### src/dzPkg.sv
// DZ11 shared definitions
// Register offsets, CSR and RBUF bit positions, line count and widths

`default_nettype none

package dzPkg;

   ////////////////////
   // Sizes

   // Eight serial lines behind one register block
   localparam int numLines = 8;
   // Line number width
   localparam int lineW = 3;
   // Register word width
   localparam int wordW = 16;
   // Word offset width
   localparam int addrW = 2;

   ////////////////////
   // Register offsets

   localparam logic [addrW-1:0] offCsr  = 2'd0;
   // Read only
   localparam logic [addrW-1:0] offRbuf = 2'd1;
   localparam logic [addrW-1:0] offTcr  = 2'd2;
   // Write only
   localparam logic [addrW-1:0] offTdr  = 2'd3;

   ////////////////////
   // CSR bits

   localparam int csrMaint   = 3;
   // Clear pulse, reads as zero
   localparam int csrClr     = 4;
   localparam int csrMse     = 5;
   localparam int csrRie     = 6;
   localparam int csrRdone   = 7;
   // TLINE sits in 10:8
   localparam int csrTlineLo = 8;
   localparam int csrTie     = 14;
   localparam int csrTrdy    = 15;

   // RBUF bits, data in 7:0 and line in 10:8
   localparam int rbufValid  = 15;
   localparam int rbufFrme   = 13;
   localparam int rbufLineLo = 8;

endpackage

`default_nettype wire

### src/dzRegs.sv
// DZ11 register block
// Decodes the word-offset bus, holds CSR and TCR, builds the read word
// and forms the level interrupt request

`timescale 1ns/1ps
`default_nettype none

module dzRegs
(
   input  wire                          clk,
   input  wire                          rst,
   input  wire                          read,
   input  wire                          write,
   input  wire  [dzPkg::addrW-1:0]      addr,
   input  wire  [dzPkg::wordW-1:0]      wrData,
   input  wire                          trdy,
   input  wire  [dzPkg::lineW-1:0]      tline,
   input  wire  [dzPkg::wordW-1:0]      rbufWord,
   output logic [dzPkg::wordW-1:0]      rdData,
   output logic                         ack,
   output logic                         mse,
   output logic                         maint,
   output logic                         init,
   output logic [dzPkg::numLines-1:0]   lineEnable,
   output logic                         tdrWrite,
   output logic                         rbufRead,
   output logic                         intr
);

   logic                       csrRead;
   logic                       csrWrite;
   logic                       tcrRead;
   logic                       tcrWrite;
   logic                       rie;
   logic                       tie;
   logic                       rdone;
   logic [dzPkg::wordW-1:0]    csrWord;

   ////////////////////
   // Address decode

   assign csrRead  = read && (addr == dzPkg::offCsr);
   assign csrWrite = write && (addr == dzPkg::offCsr);
   assign rbufRead = read && (addr == dzPkg::offRbuf);
   assign tcrRead  = read && (addr == dzPkg::offTcr);
   assign tcrWrite = write && (addr == dzPkg::offTcr);
   assign tdrWrite = write && (addr == dzPkg::offTdr);

   // Same-cycle acknowledge for defined accesses only
   assign ack = csrRead | csrWrite | rbufRead | tcrRead | tcrWrite | tdrWrite;

   // Clear pulse, one cycle after CLR write
   // Also held through reset and the cycle after it
   always_ff @(posedge clk)
   begin
      if (rst)
         init <= 1'b1;
      else
         init <= csrWrite && wrData[dzPkg::csrClr];
   end

   ////////////////////
   // CSR and TCR

   always_ff @(posedge clk)
   begin
      if (rst || init)
      begin
         maint      <= 1'b0;
         mse        <= 1'b0;
         rie        <= 1'b0;
         tie        <= 1'b0;
         lineEnable <= '0;
      end
      else
      begin
         if (csrWrite)
         begin
            maint <= wrData[dzPkg::csrMaint];
            mse   <= wrData[dzPkg::csrMse];
            rie   <= wrData[dzPkg::csrRie];
            tie   <= wrData[dzPkg::csrTie];
         end
         // Only the line enables of TCR are kept
         if (tcrWrite)
            lineEnable <= wrData[dzPkg::numLines-1:0];
      end
   end

   // Receiver done straight from the RBUF valid bit
   assign rdone = rbufWord[dzPkg::rbufValid];

   // CSR read view with live status fields
   always_comb
   begin
      csrWord                                         = '0;
      csrWord[dzPkg::csrMaint]                        = maint;
      csrWord[dzPkg::csrMse]                          = mse;
      csrWord[dzPkg::csrRie]                          = rie;
      csrWord[dzPkg::csrRdone]                        = rdone;
      csrWord[dzPkg::csrTlineLo +: dzPkg::lineW]      = tline;
      csrWord[dzPkg::csrTie]                          = tie;
      csrWord[dzPkg::csrTrdy]                         = trdy;
   end

   // Read mux
   always_comb
   begin
      rdData = '0;
      if (csrRead)
         rdData = csrWord;
      else if (rbufRead)
         rdData = rbufWord;
      else if (tcrRead)
         rdData[dzPkg::numLines-1:0] = lineEnable;
   end

   // Level interrupt, either side
   assign intr = (rie && rdone) || (tie && trdy);

   // Host strobes are exclusive
   assert property (@(posedge clk) disable iff (rst) !(read && write))
      else $error("dzRegs: read and write strobes together");

endmodule

`default_nettype wire

### src/dzTxScan.sv
// DZ11 transmit scanner
// Rotates over the lines looking for an enabled, empty transmitter,
// reports TRDY and TLINE and steers a TDR write to that line

`timescale 1ns/1ps
`default_nettype none

module dzTxScan
(
   input  wire                          clk,
   input  wire                          rst,
   input  wire                          init,
   input  wire                          mse,
   input  wire  [dzPkg::numLines-1:0]   lineEnable,
   input  wire  [dzPkg::numLines-1:0]   txEmpty,
   input  wire                          tdrWrite,
   input  wire  [dzPkg::wordW-1:0]      wrData,
   output logic                         trdy,
   output logic [dzPkg::lineW-1:0]      tline,
   output logic [dzPkg::numLines-1:0]   txLoad,
   output logic [7:0]                   txData
);

   logic [dzPkg::lineW-1:0]     ptr;
   logic [dzPkg::numLines-1:0]  ptrHot;
   logic                        lineReady;

   // Line under the pointer can take a character
   assign lineReady = lineEnable[ptr] && txEmpty[ptr];

   ////////////////////
   // Scanner

   always_ff @(posedge clk)
   begin
      if (rst || init)
      begin
         ptr  <= '0;
         trdy <= 1'b0;
      end
      else if (!mse)
         trdy <= 1'b0;
      else if (trdy)
      begin
         // Loaded or line disabled under us
         if (tdrWrite || !lineEnable[ptr])
         begin
            trdy <= 1'b0;
            ptr  <= ptr + 1'b1;
         end
      end
      else if (lineReady)
         trdy <= 1'b1;
      else
         ptr <= ptr + 1'b1;
   end

   // Pointer as a one-hot line select
   always_comb
   begin
      ptrHot      = '0;
      ptrHot[ptr] = 1'b1;
   end

   // TLINE only meaningful with TRDY
   assign tline = trdy ? ptr : '0;

   // TDR write goes to the ready line only
   assign txLoad = (trdy && tdrWrite) ? ptrHot : '0;

   // Character is the low byte of the write
   assign txData = wrData[7:0];

   // Ready line stays idle until the scanner loads it
   assert property (@(posedge clk) disable iff (rst || init) trdy |-> txEmpty[ptr])
      else $error("dzTxScan: ready line not empty");

endmodule

`default_nettype wire

### src/dzUart.sv
// DZ11 serial line
// Fixed 8N1 transmitter and a mid-bit sampling receiver
// Bit time is bitCycles clocks

`timescale 1ns/1ps
`default_nettype none

module dzUart
#(
   parameter int bitCycles = 16
)
(
   input  wire           clk,
   input  wire           rst,
   input  wire           init,
   input  wire           txLoad,
   input  wire  [7:0]    txData,
   input  wire           rxd,
   input  wire           rxClr,
   output logic          txd,
   output logic          txEmpty,
   output logic          rxFull,
   output logic [7:0]    rxData,
   output logic          rxFrme
);

   localparam int cntW = $clog2(bitCycles + 1);
   localparam logic [cntW-1:0] fullBit = cntW'(bitCycles - 1);
   localparam logic [cntW-1:0] halfBit = cntW'(bitCycles / 2 - 1);

   logic [9:0]         txShift;
   logic [cntW-1:0]    txTimer;
   logic [3:0]         txBits;
   logic [2:0]         rxSync;
   logic               rxBit;
   logic               rxFall;
   logic               rxBusy;
   logic [cntW-1:0]    rxTimer;
   logic [3:0]         rxBits;
   logic               rxSample;
   logic [7:0]         rxShift;

   ////////////////////
   // Transmitter

   always_ff @(posedge clk)
   begin
      if (rst || init)
      begin
         txShift <= '1;
         txTimer <= '0;
         txBits  <= '0;
         txEmpty <= 1'b1;
      end
      else if (txLoad)
      begin
         // Stop, data LSB first, start
         txShift <= {1'b1, txData, 1'b0};
         txTimer <= fullBit;
         txBits  <= 4'd10;
         txEmpty <= 1'b0;
      end
      else if (!txEmpty)
      begin
         if (txTimer == '0)
         begin
            // Ones fill behind, so line idles high
            txShift <= {1'b1, txShift[9:1]};
            txTimer <= fullBit;
            txBits  <= txBits - 1'b1;
            if (txBits == 4'd1)
               txEmpty <= 1'b1;
         end
         else
            txTimer <= txTimer - 1'b1;
      end
   end

   assign txd = txShift[0];

   ////////////////////
   // Receiver

   // Two-stage sync plus one stage of history
   always_ff @(posedge clk)
   begin
      if (rst)
         rxSync <= '1;
      else
         rxSync <= {rxSync[1:0], rxd};
   end

   assign rxBit    = rxSync[1];
   assign rxFall   = rxSync[2] && !rxSync[1];
   assign rxSample = rxBusy && (rxTimer == '0);

   // Frame control and full flag
   always_ff @(posedge clk)
   begin
      if (rst || init)
      begin
         rxBusy  <= 1'b0;
         rxTimer <= '0;
         rxBits  <= '0;
         rxFull  <= 1'b0;
      end
      else
      begin
         // Host side clear, a new stop sample below wins
         if (rxClr)
            rxFull <= 1'b0;
         if (!rxBusy)
         begin
            if (rxFall)
            begin
               // Half-bit offset to land mid start bit
               rxBusy  <= 1'b1;
               rxTimer <= halfBit;
               rxBits  <= '0;
            end
         end
         else if (!rxSample)
            rxTimer <= rxTimer - 1'b1;
         else
         begin
            rxTimer <= fullBit;
            rxBits  <= rxBits + 1'b1;
            // Glitch, start bit gone by mid-bit
            if (rxBits == 4'd0 && rxBit)
               rxBusy <= 1'b0;
            else if (rxBits == 4'd9)
            begin
               rxBusy <= 1'b0;
               rxFull <= 1'b1;
            end
         end
      end
   end

   // Data shifter and character output
   always_ff @(posedge clk)
   begin
      if (rxSample)
      begin
         if (rxBits >= 4'd1 && rxBits <= 4'd8)
            rxShift <= {rxBit, rxShift[7:1]};
         if (rxBits == 4'd9)
         begin
            rxData <= rxShift;
            rxFrme <= !rxBit;
         end
      end
   end

   // Scanner only loads an idle transmitter
   assert property (@(posedge clk) disable iff (rst || init) txLoad |-> txEmpty)
      else $error("dzUart: load while transmitter busy");

endmodule

`default_nettype wire

### src/dzRxScan.sv
// DZ11 receive scanner
// Picks one full line at a time into RBUF and clears that line's flag

`timescale 1ns/1ps
`default_nettype none

module dzRxScan
(
   input  wire                               clk,
   input  wire                               rst,
   input  wire                               init,
   input  wire                               mse,
   input  wire  [dzPkg::numLines-1:0]        rxFull,
   input  wire  [dzPkg::numLines-1:0][7:0]   rxData,
   input  wire  [dzPkg::numLines-1:0]        rxFrme,
   input  wire                               rbufRead,
   output logic [dzPkg::wordW-1:0]           rbufWord,
   output logic [dzPkg::numLines-1:0]        rxClr
);

   logic [dzPkg::lineW-1:0]     ptr;
   logic [dzPkg::numLines-1:0]  ptrHot;
   logic                        valid;
   logic                        frme;
   logic [dzPkg::lineW-1:0]     line;
   logic [7:0]                  data;
   logic                        capture;

   // Take the line under the pointer if RBUF is free
   assign capture = mse && !valid && rxFull[ptr];

   always_comb
   begin
      ptrHot      = '0;
      ptrHot[ptr] = 1'b1;
   end

   assign rxClr = capture ? ptrHot : '0;

   ////////////////////
   // RBUF

   always_ff @(posedge clk)
   begin
      if (rst || init)
      begin
         ptr   <= '0;
         valid <= 1'b0;
         frme  <= 1'b0;
         line  <= '0;
         data  <= '0;
      end
      else
      begin
         // Scan only while empty
         if (mse && !valid)
            ptr <= ptr + 1'b1;
         if (capture)
         begin
            valid <= 1'b1;
            frme  <= rxFrme[ptr];
            line  <= ptr;
            data  <= rxData[ptr];
         end
         else if (rbufRead)
            valid <= 1'b0;
      end
   end

   // RBUF word layout
   always_comb
   begin
      rbufWord                                       = '0;
      rbufWord[dzPkg::rbufValid]                     = valid;
      rbufWord[dzPkg::rbufFrme]                      = frme;
      rbufWord[dzPkg::rbufLineLo +: dzPkg::lineW]    = line;
      rbufWord[7:0]                                  = data;
   end

endmodule

`default_nettype wire

### src/dz11.sv
// DZ11 terminal multiplexer, eight 8N1 lines
// Register block, transmit and receive scanners, UART array and
// maintenance loopback

`timescale 1ns/1ps
`default_nettype none

module dz11
#(
   parameter int bitCycles = 16
)
(
   input  wire                          clk,
   input  wire                          rst,
   input  wire                          read,
   input  wire                          write,
   input  wire  [dzPkg::addrW-1:0]      addr,
   input  wire  [dzPkg::wordW-1:0]      wrData,
   input  wire  [dzPkg::numLines-1:0]   rxd,
   output wire  [dzPkg::wordW-1:0]      rdData,
   output wire                          ack,
   output wire  [dzPkg::numLines-1:0]   txd,
   output wire                          intr
);

   wire                               mse;
   wire                               maint;
   wire                               init;
   wire [dzPkg::numLines-1:0]         lineEnable;
   wire                               tdrWrite;
   wire                               rbufRead;
   wire                               trdy;
   wire [dzPkg::lineW-1:0]            tline;
   wire [dzPkg::wordW-1:0]            rbufWord;
   wire [dzPkg::numLines-1:0]         txLoad;
   wire [7:0]                         txData;
   wire [dzPkg::numLines-1:0]         txEmpty;
   wire [dzPkg::numLines-1:0]         rxFull;
   wire [dzPkg::numLines-1:0][7:0]    rxData;
   wire [dzPkg::numLines-1:0]         rxFrme;
   wire [dzPkg::numLines-1:0]         rxClr;
   wire [dzPkg::numLines-1:0]         rxIn;

   // Registers and bus
   dzRegs regs0 (
      .clk(clk), .rst(rst), .read(read), .write(write), .addr(addr),
      .wrData(wrData), .trdy(trdy), .tline(tline), .rbufWord(rbufWord),
      .rdData(rdData), .ack(ack), .mse(mse), .maint(maint), .init(init),
      .lineEnable(lineEnable), .tdrWrite(tdrWrite), .rbufRead(rbufRead),
      .intr(intr)
   );

   // Transmit side
   dzTxScan txScan0 (
      .clk(clk), .rst(rst), .init(init), .mse(mse), .lineEnable(lineEnable),
      .txEmpty(txEmpty), .tdrWrite(tdrWrite), .wrData(wrData),
      .trdy(trdy), .tline(tline), .txLoad(txLoad), .txData(txData)
   );

   // Receive side
   dzRxScan rxScan0 (
      .clk(clk), .rst(rst), .init(init), .mse(mse), .rxFull(rxFull),
      .rxData(rxData), .rxFrme(rxFrme), .rbufRead(rbufRead),
      .rbufWord(rbufWord), .rxClr(rxClr)
   );

   // Maintenance mode loops each transmitter to its own receiver
   assign rxIn = maint ? txd : rxd;

   ////////////////////
   // Line array

   for (genvar i = 0; i < dzPkg::numLines; i++)
   begin : gLine
      dzUart #(
         .bitCycles(bitCycles)
      ) uart0 (
         .clk(clk), .rst(rst), .init(init),
         .txLoad(txLoad[i]), .txData(txData), .rxd(rxIn[i]), .rxClr(rxClr[i]),
         .txd(txd[i]), .txEmpty(txEmpty[i]), .rxFull(rxFull[i]),
         .rxData(rxData[i]), .rxFrme(rxFrme[i])
      );
   end

endmodule

`default_nettype wire

### config.mk
export PLATFORM = sky130hd
export DESIGN_NAME = dz11
export DESIGN_NICKNAME = d
export VERILOG_FILES = /design/src/dzPkg.sv /design/src/dzRegs.sv /design/src/dzTxScan.sv /design/src/dzUart.sv /design/src/dzRxScan.sv /design/src/dz11.sv
export SDC_FILE = /design/constraint.sdc
export NUM_CORES = 1
export LEC_CHECK = 0
export BUFFER_PORTS_ARGS = -buffer_cell sky130_fd_sc_hd__buf_2
export CORE_ASPECT_RATIO = 2
export CORE_MARGIN = 2
export CORE_UTILIZATION = 33
export CTS_CLUSTER_DIAMETER = 30
export CTS_CLUSTER_SIZE = 12
export DETAILED_ROUTE_END_ITERATION = 8
export HOLD_SLACK_MARGIN = 0.05
export PLACE_DENSITY = 0.6
export SLEW_MARGIN = 25
export SYNTH_ARGS = -nofsm -noshare
export SYNTH_HDL_FRONTEND = slang
export SYNTH_SLANG_ARGS = --single-unit
### constraint.sdc
create_clock -name clk -period 2.85 [get_ports clk]
set_input_delay 0.1425 -clock clk [delete_from_list [all_inputs] [get_ports clk]]
set_output_delay 0.1425 -clock clk [all_outputs]
set_load 0.1 [all_outputs]
==> impl_results.md <==
- Max-Cap Viols: 0
- Num rows: ~120
- FMAX: ~400 MHz
- Die area: 57940 µm²
- Seq/Total Area, Yosys: a little over half
- Setup Skew: 0.02506 ns
- Skew-Pair Late Insertion Delay: between 0.5 and 0.6 ns
- Startpoint types: register
- Final Hold Fails: 0
- Post-synth EDFFs: 136
- Layout area overhead: 16.69%
- Routed Antenna Nets: 0
- Setup CP Type: register to output port
- Mean Syn Cell Area: a little under 10 µm²
- H-tree lvl count: 2
- Crit path arrival time: 2.28 ns
- Leak Pwr: ~7.8 nW
- Routed WL: around 44000 µm
- R2r setup slk: around 0.48 ns
- Hold Buf Count CTS: 19
- Worst Tran Pin Value: between 0.9 and 1 ns
- Max-slew violations: 0
- Status: complete, no violations
- Period utilization: a little under nine tenths
- Clk Tree Root Cell: clkbuf_16
- Share of layout cells above drive strength 1: 11.62%
- Cell chain of the critical path: nand3_1, a21oi_1, buf_2
- Post-Syn Instances: 1878
- Reg2reg path depth: 5
- 1st-iter DRT viols: just under 600
- Finished Core Util: around 40%
- Final setup violation count: 0
- WL/cell: 16.20 µm
- Top Ports: 56
- HP Class: primary input to register
- Max Root-Sink Buffers: 3
- GRT Total Usage: 15.19%
- FF+latch count, synth: ~430
- Worst path top cell family by delay: flip-flops
- Asr flop ratio synth: 0%
- Minimum clock period: 2.427 ns
- Post-Place Worst Slack: between 0.5 and 0.6 ns
- RSZ-0062 raised after global routing: no
- Die Span X: 171.2 µm
- Post-DP HPWL: ~31000 µm
- Largest net degree at the start of global routing: 94
- Setup ws final: 0.4231 ns
- First-pass iteration count of the detailed router: 5
- Antenna diodes: 0
- Slew headroom: 34.31%
- Cts repair resizes: 0
- Cell variety after synth: 52
- Via/cell ratio: 5.023
- Total gr overflow: 0
- Post-Place Cells: approximately 2600
- Die H: approximately 340 µm
- Area of the mapped netlist: 18450 µm²
- Reg2reg start: txScan0.ptr[1]$_SDFFE_PP0P_
- R2r endpoint: txScan0.ptr[2]$_SDFFE_PP0P_
- Crit Path Max Fanout: 13
- Crit path buffers/inverters: 1
- Clock sinks: 433
- Number of remaining DRC errors: 0
- Vias in the first global route: 13801
- Total setup buffers inserted after CTS: 0
- Min-Delay Endpoint: regs0.init$_SDFF_PP1_
- Core footprint: ~55000 µm²
- Yosys warnings: 0
- Hold Path Origin: rst
- Via Count: 13683
- Slowest cell on crit path: dfxtp_1
- Clk slew on worst S/H paths: about 0.060 ns
- Final cell count without fillers: approximately 2700
- Initial antenna violation count: 2
- Placer congestion estimate: 0.8218
- Worst hold slack: around 0.13 ns
- # port buffers: between 40 and 50
- TritonCTS clock tree: done
- Initial cell density of the core: 33.39%
- Max VDD drop: 472.2 µV
- WP data required: 2.71 ns
- Main synth FF type: dfxtp_1
- Layout Nets: 2032
- Biggest cell delay along the critical path: 0.60 ns
- Worst Hold Depth: 3
- First-pass GRT wire length: around 70000 µm
- TNS Setup: 0 ns
- Num CTS Buffers: 54
- Crit end category: output port
- Pwr dens: about 640 nW/µm²
## cell usage in the layout, fill, tap and decap left out, types with 14 or more instances in the layout
cell type,n
nand2_1,215
clkbuf_16,56
ha_1,66
dlygate4sd3_1,19
edfxtp_1,136
buf_2,46
mux2_2,17
buf_4,34
mux2i_1,41
nor4_1,31
or2_2,19
nand2b_1,16
dfxtp_1,297
o31ai_1,16
inv_1,91
mux4_2,19
a21oi_1,140
o21ai_0,105
xnor2_1,23
a211oi_1,23
and3_1,53
xor2_1,35
nor2b_1,14
nand3_1,38
nor2_1,193
nor3_1,74
## worst max path at each step
stage | slack [ns] | cells after the start | to | from
after detailed placement | 0.52 | 5 | txScan0.ptr[2]$_SDFFE_PP0P_ | txScan0.ptr[1]$_SDFFE_PP0P_
after global routing | 0.28 | 5 | gLine[7].uart0.txShift[7]$_SDFFE_PP1P_ | txScan0.trdy$_SDFF_PP0_
after floorplan | 0.40 | 3 | rdData[8] | txScan0.ptr[0]$_SDFFE_PP0P_
final | 0.42 | 3 | rdData[10] | txScan0.ptr[2]$_SDFFE_PP0P_
after global placement | 0.53 | 5 | txScan0.ptr[2]$_SDFFE_PP0P_ | txScan0.ptr[1]$_SDFFE_PP0P_
after CTS | 0.43 | 3 | rdData[10] | txScan0.ptr[2]$_SDFFE_PP0P_
## cells by family (layout without fill, tap and decap cells)
kind of cell | Yosys count | in the layout | synth area share [%]
buffers and inverters | 193 | 294 | 4.251
other | 1 | 2 | 0.02032
adder cells (fa/ha/maj) | 66 | 66 | 4.475
AO/OA/AOI/OAI | 336 | 336 | 10.28
flip-flops | 433 | 433 | 54.35
multiplexers | 79 | 79 | 5.702
XOR/XNOR | 58 | 58 | 2.753
AND/OR/NAND/NOR | 712 | 712 | 18.17
## flip-flops by register name, summed over array words and instances, names as in the netlist, 3 cells and up
register             flops
gLine.uart0.txShift     72
gLine.uart0.rxData      64
gLine.uart0.rxShift     64
gLine.uart0.rxTimer     40
gLine.uart0.txTimer     40
gLine.uart0.rxBits      32
gLine.uart0.txBits      32
gLine.uart0.rxSync      24
gLine.uart0.rxBusy       8
gLine.uart0.rxFrme       8
gLine.uart0.rxFull       8
gLine.uart0.txEmpty      8
regs0.lineEnable         8
rxScan0.data             8
rxScan0.line             3
rxScan0.ptr              3
txScan0.ptr              3
## Yosys cell counts, types with 9 or more instances
library cell  count  area share, %
a31oi_1          13           0.44
a21oi_1         140            3.8
nor4b_1           9           0.43
nor3_1           74            2.0
nor3b_1           9           0.37
nor4_1           31            1.1
o31ai_1          16           0.65
o21ai_0         105            2.8
mux4_2           19            2.3
mux2i_1          41            2.2
mux2_2           17            1.0
buf_4            11           0.45
or2_2            20           0.68
and3_1           53            1.8
buf_2             9           0.24
xnor2_1          23            1.1
nand3b_1         13           0.53
nor2b_1          14           0.47
xor2_1           35            1.7
nand3_1          38            1.0
o22ai_1          13           0.44
nor2_1          194            3.9
buf_1            11           0.22
ha_1             66            4.5
dfxtp_1         297             32
a211oi_1         23           0.94
inv_1            91            1.9
clkbuf_1         69            1.4
edfxtp_1        136             22
nand2_1         215            4.4
nand2b_1         16           0.54
## cell type report
| type | instances | area (µm²) |
|---|---|---|
| Clock buffer | 71 | 1508 |
| Clock inverter | 29 | 325.3 |
| Fill cell | 5502 | 33730 |
| Inverter | 92 | 345.3 |
| Multi-Input combinational cell | 1253 | 7657 |
| Sequential cell | 433 | 10030 |
| Tap cell | 744 | 930.9 |
| Timing Repair Buffer | 102 | 735.7 |
## report_power, final
group	total [mW]	internal, mW	leakage, nW	switching (mW)
sequential	6.39	6.36	3.62	0.0315
clock	6.95	4.21	0.900	2.73
combinational	0.359	0.112	3.28	0.247
## stage by stage
step / power [mW] / cell area [µm²]
floorplan: 6.743 / 18460
global placement: 6.855 / 19510
detailed placement: 6.862 / 19510
CTS: 13.83 / 21530
global route: 14.08 / 21530
finish: 13.69 / 21530
## worst reg2reg max path, delay by kind of cell (launching register included)
kind | cells | cell delay [ns]
mux | 2 | 0.86
flops | 1 | 0.67
compound gates | 2 | 0.42
simple gates | 1 | 0.35
## per-layer routing
layer | track usage, % | part of all wire [%]
met1 | 16.44 | 39
met2 | 28.44 | 53
met3 | 1.917 | 4.0
met4 | 7.504 | 4.7
met5 | 0 | 0
No activity file was read; power rests on OpenSTA's default activity.
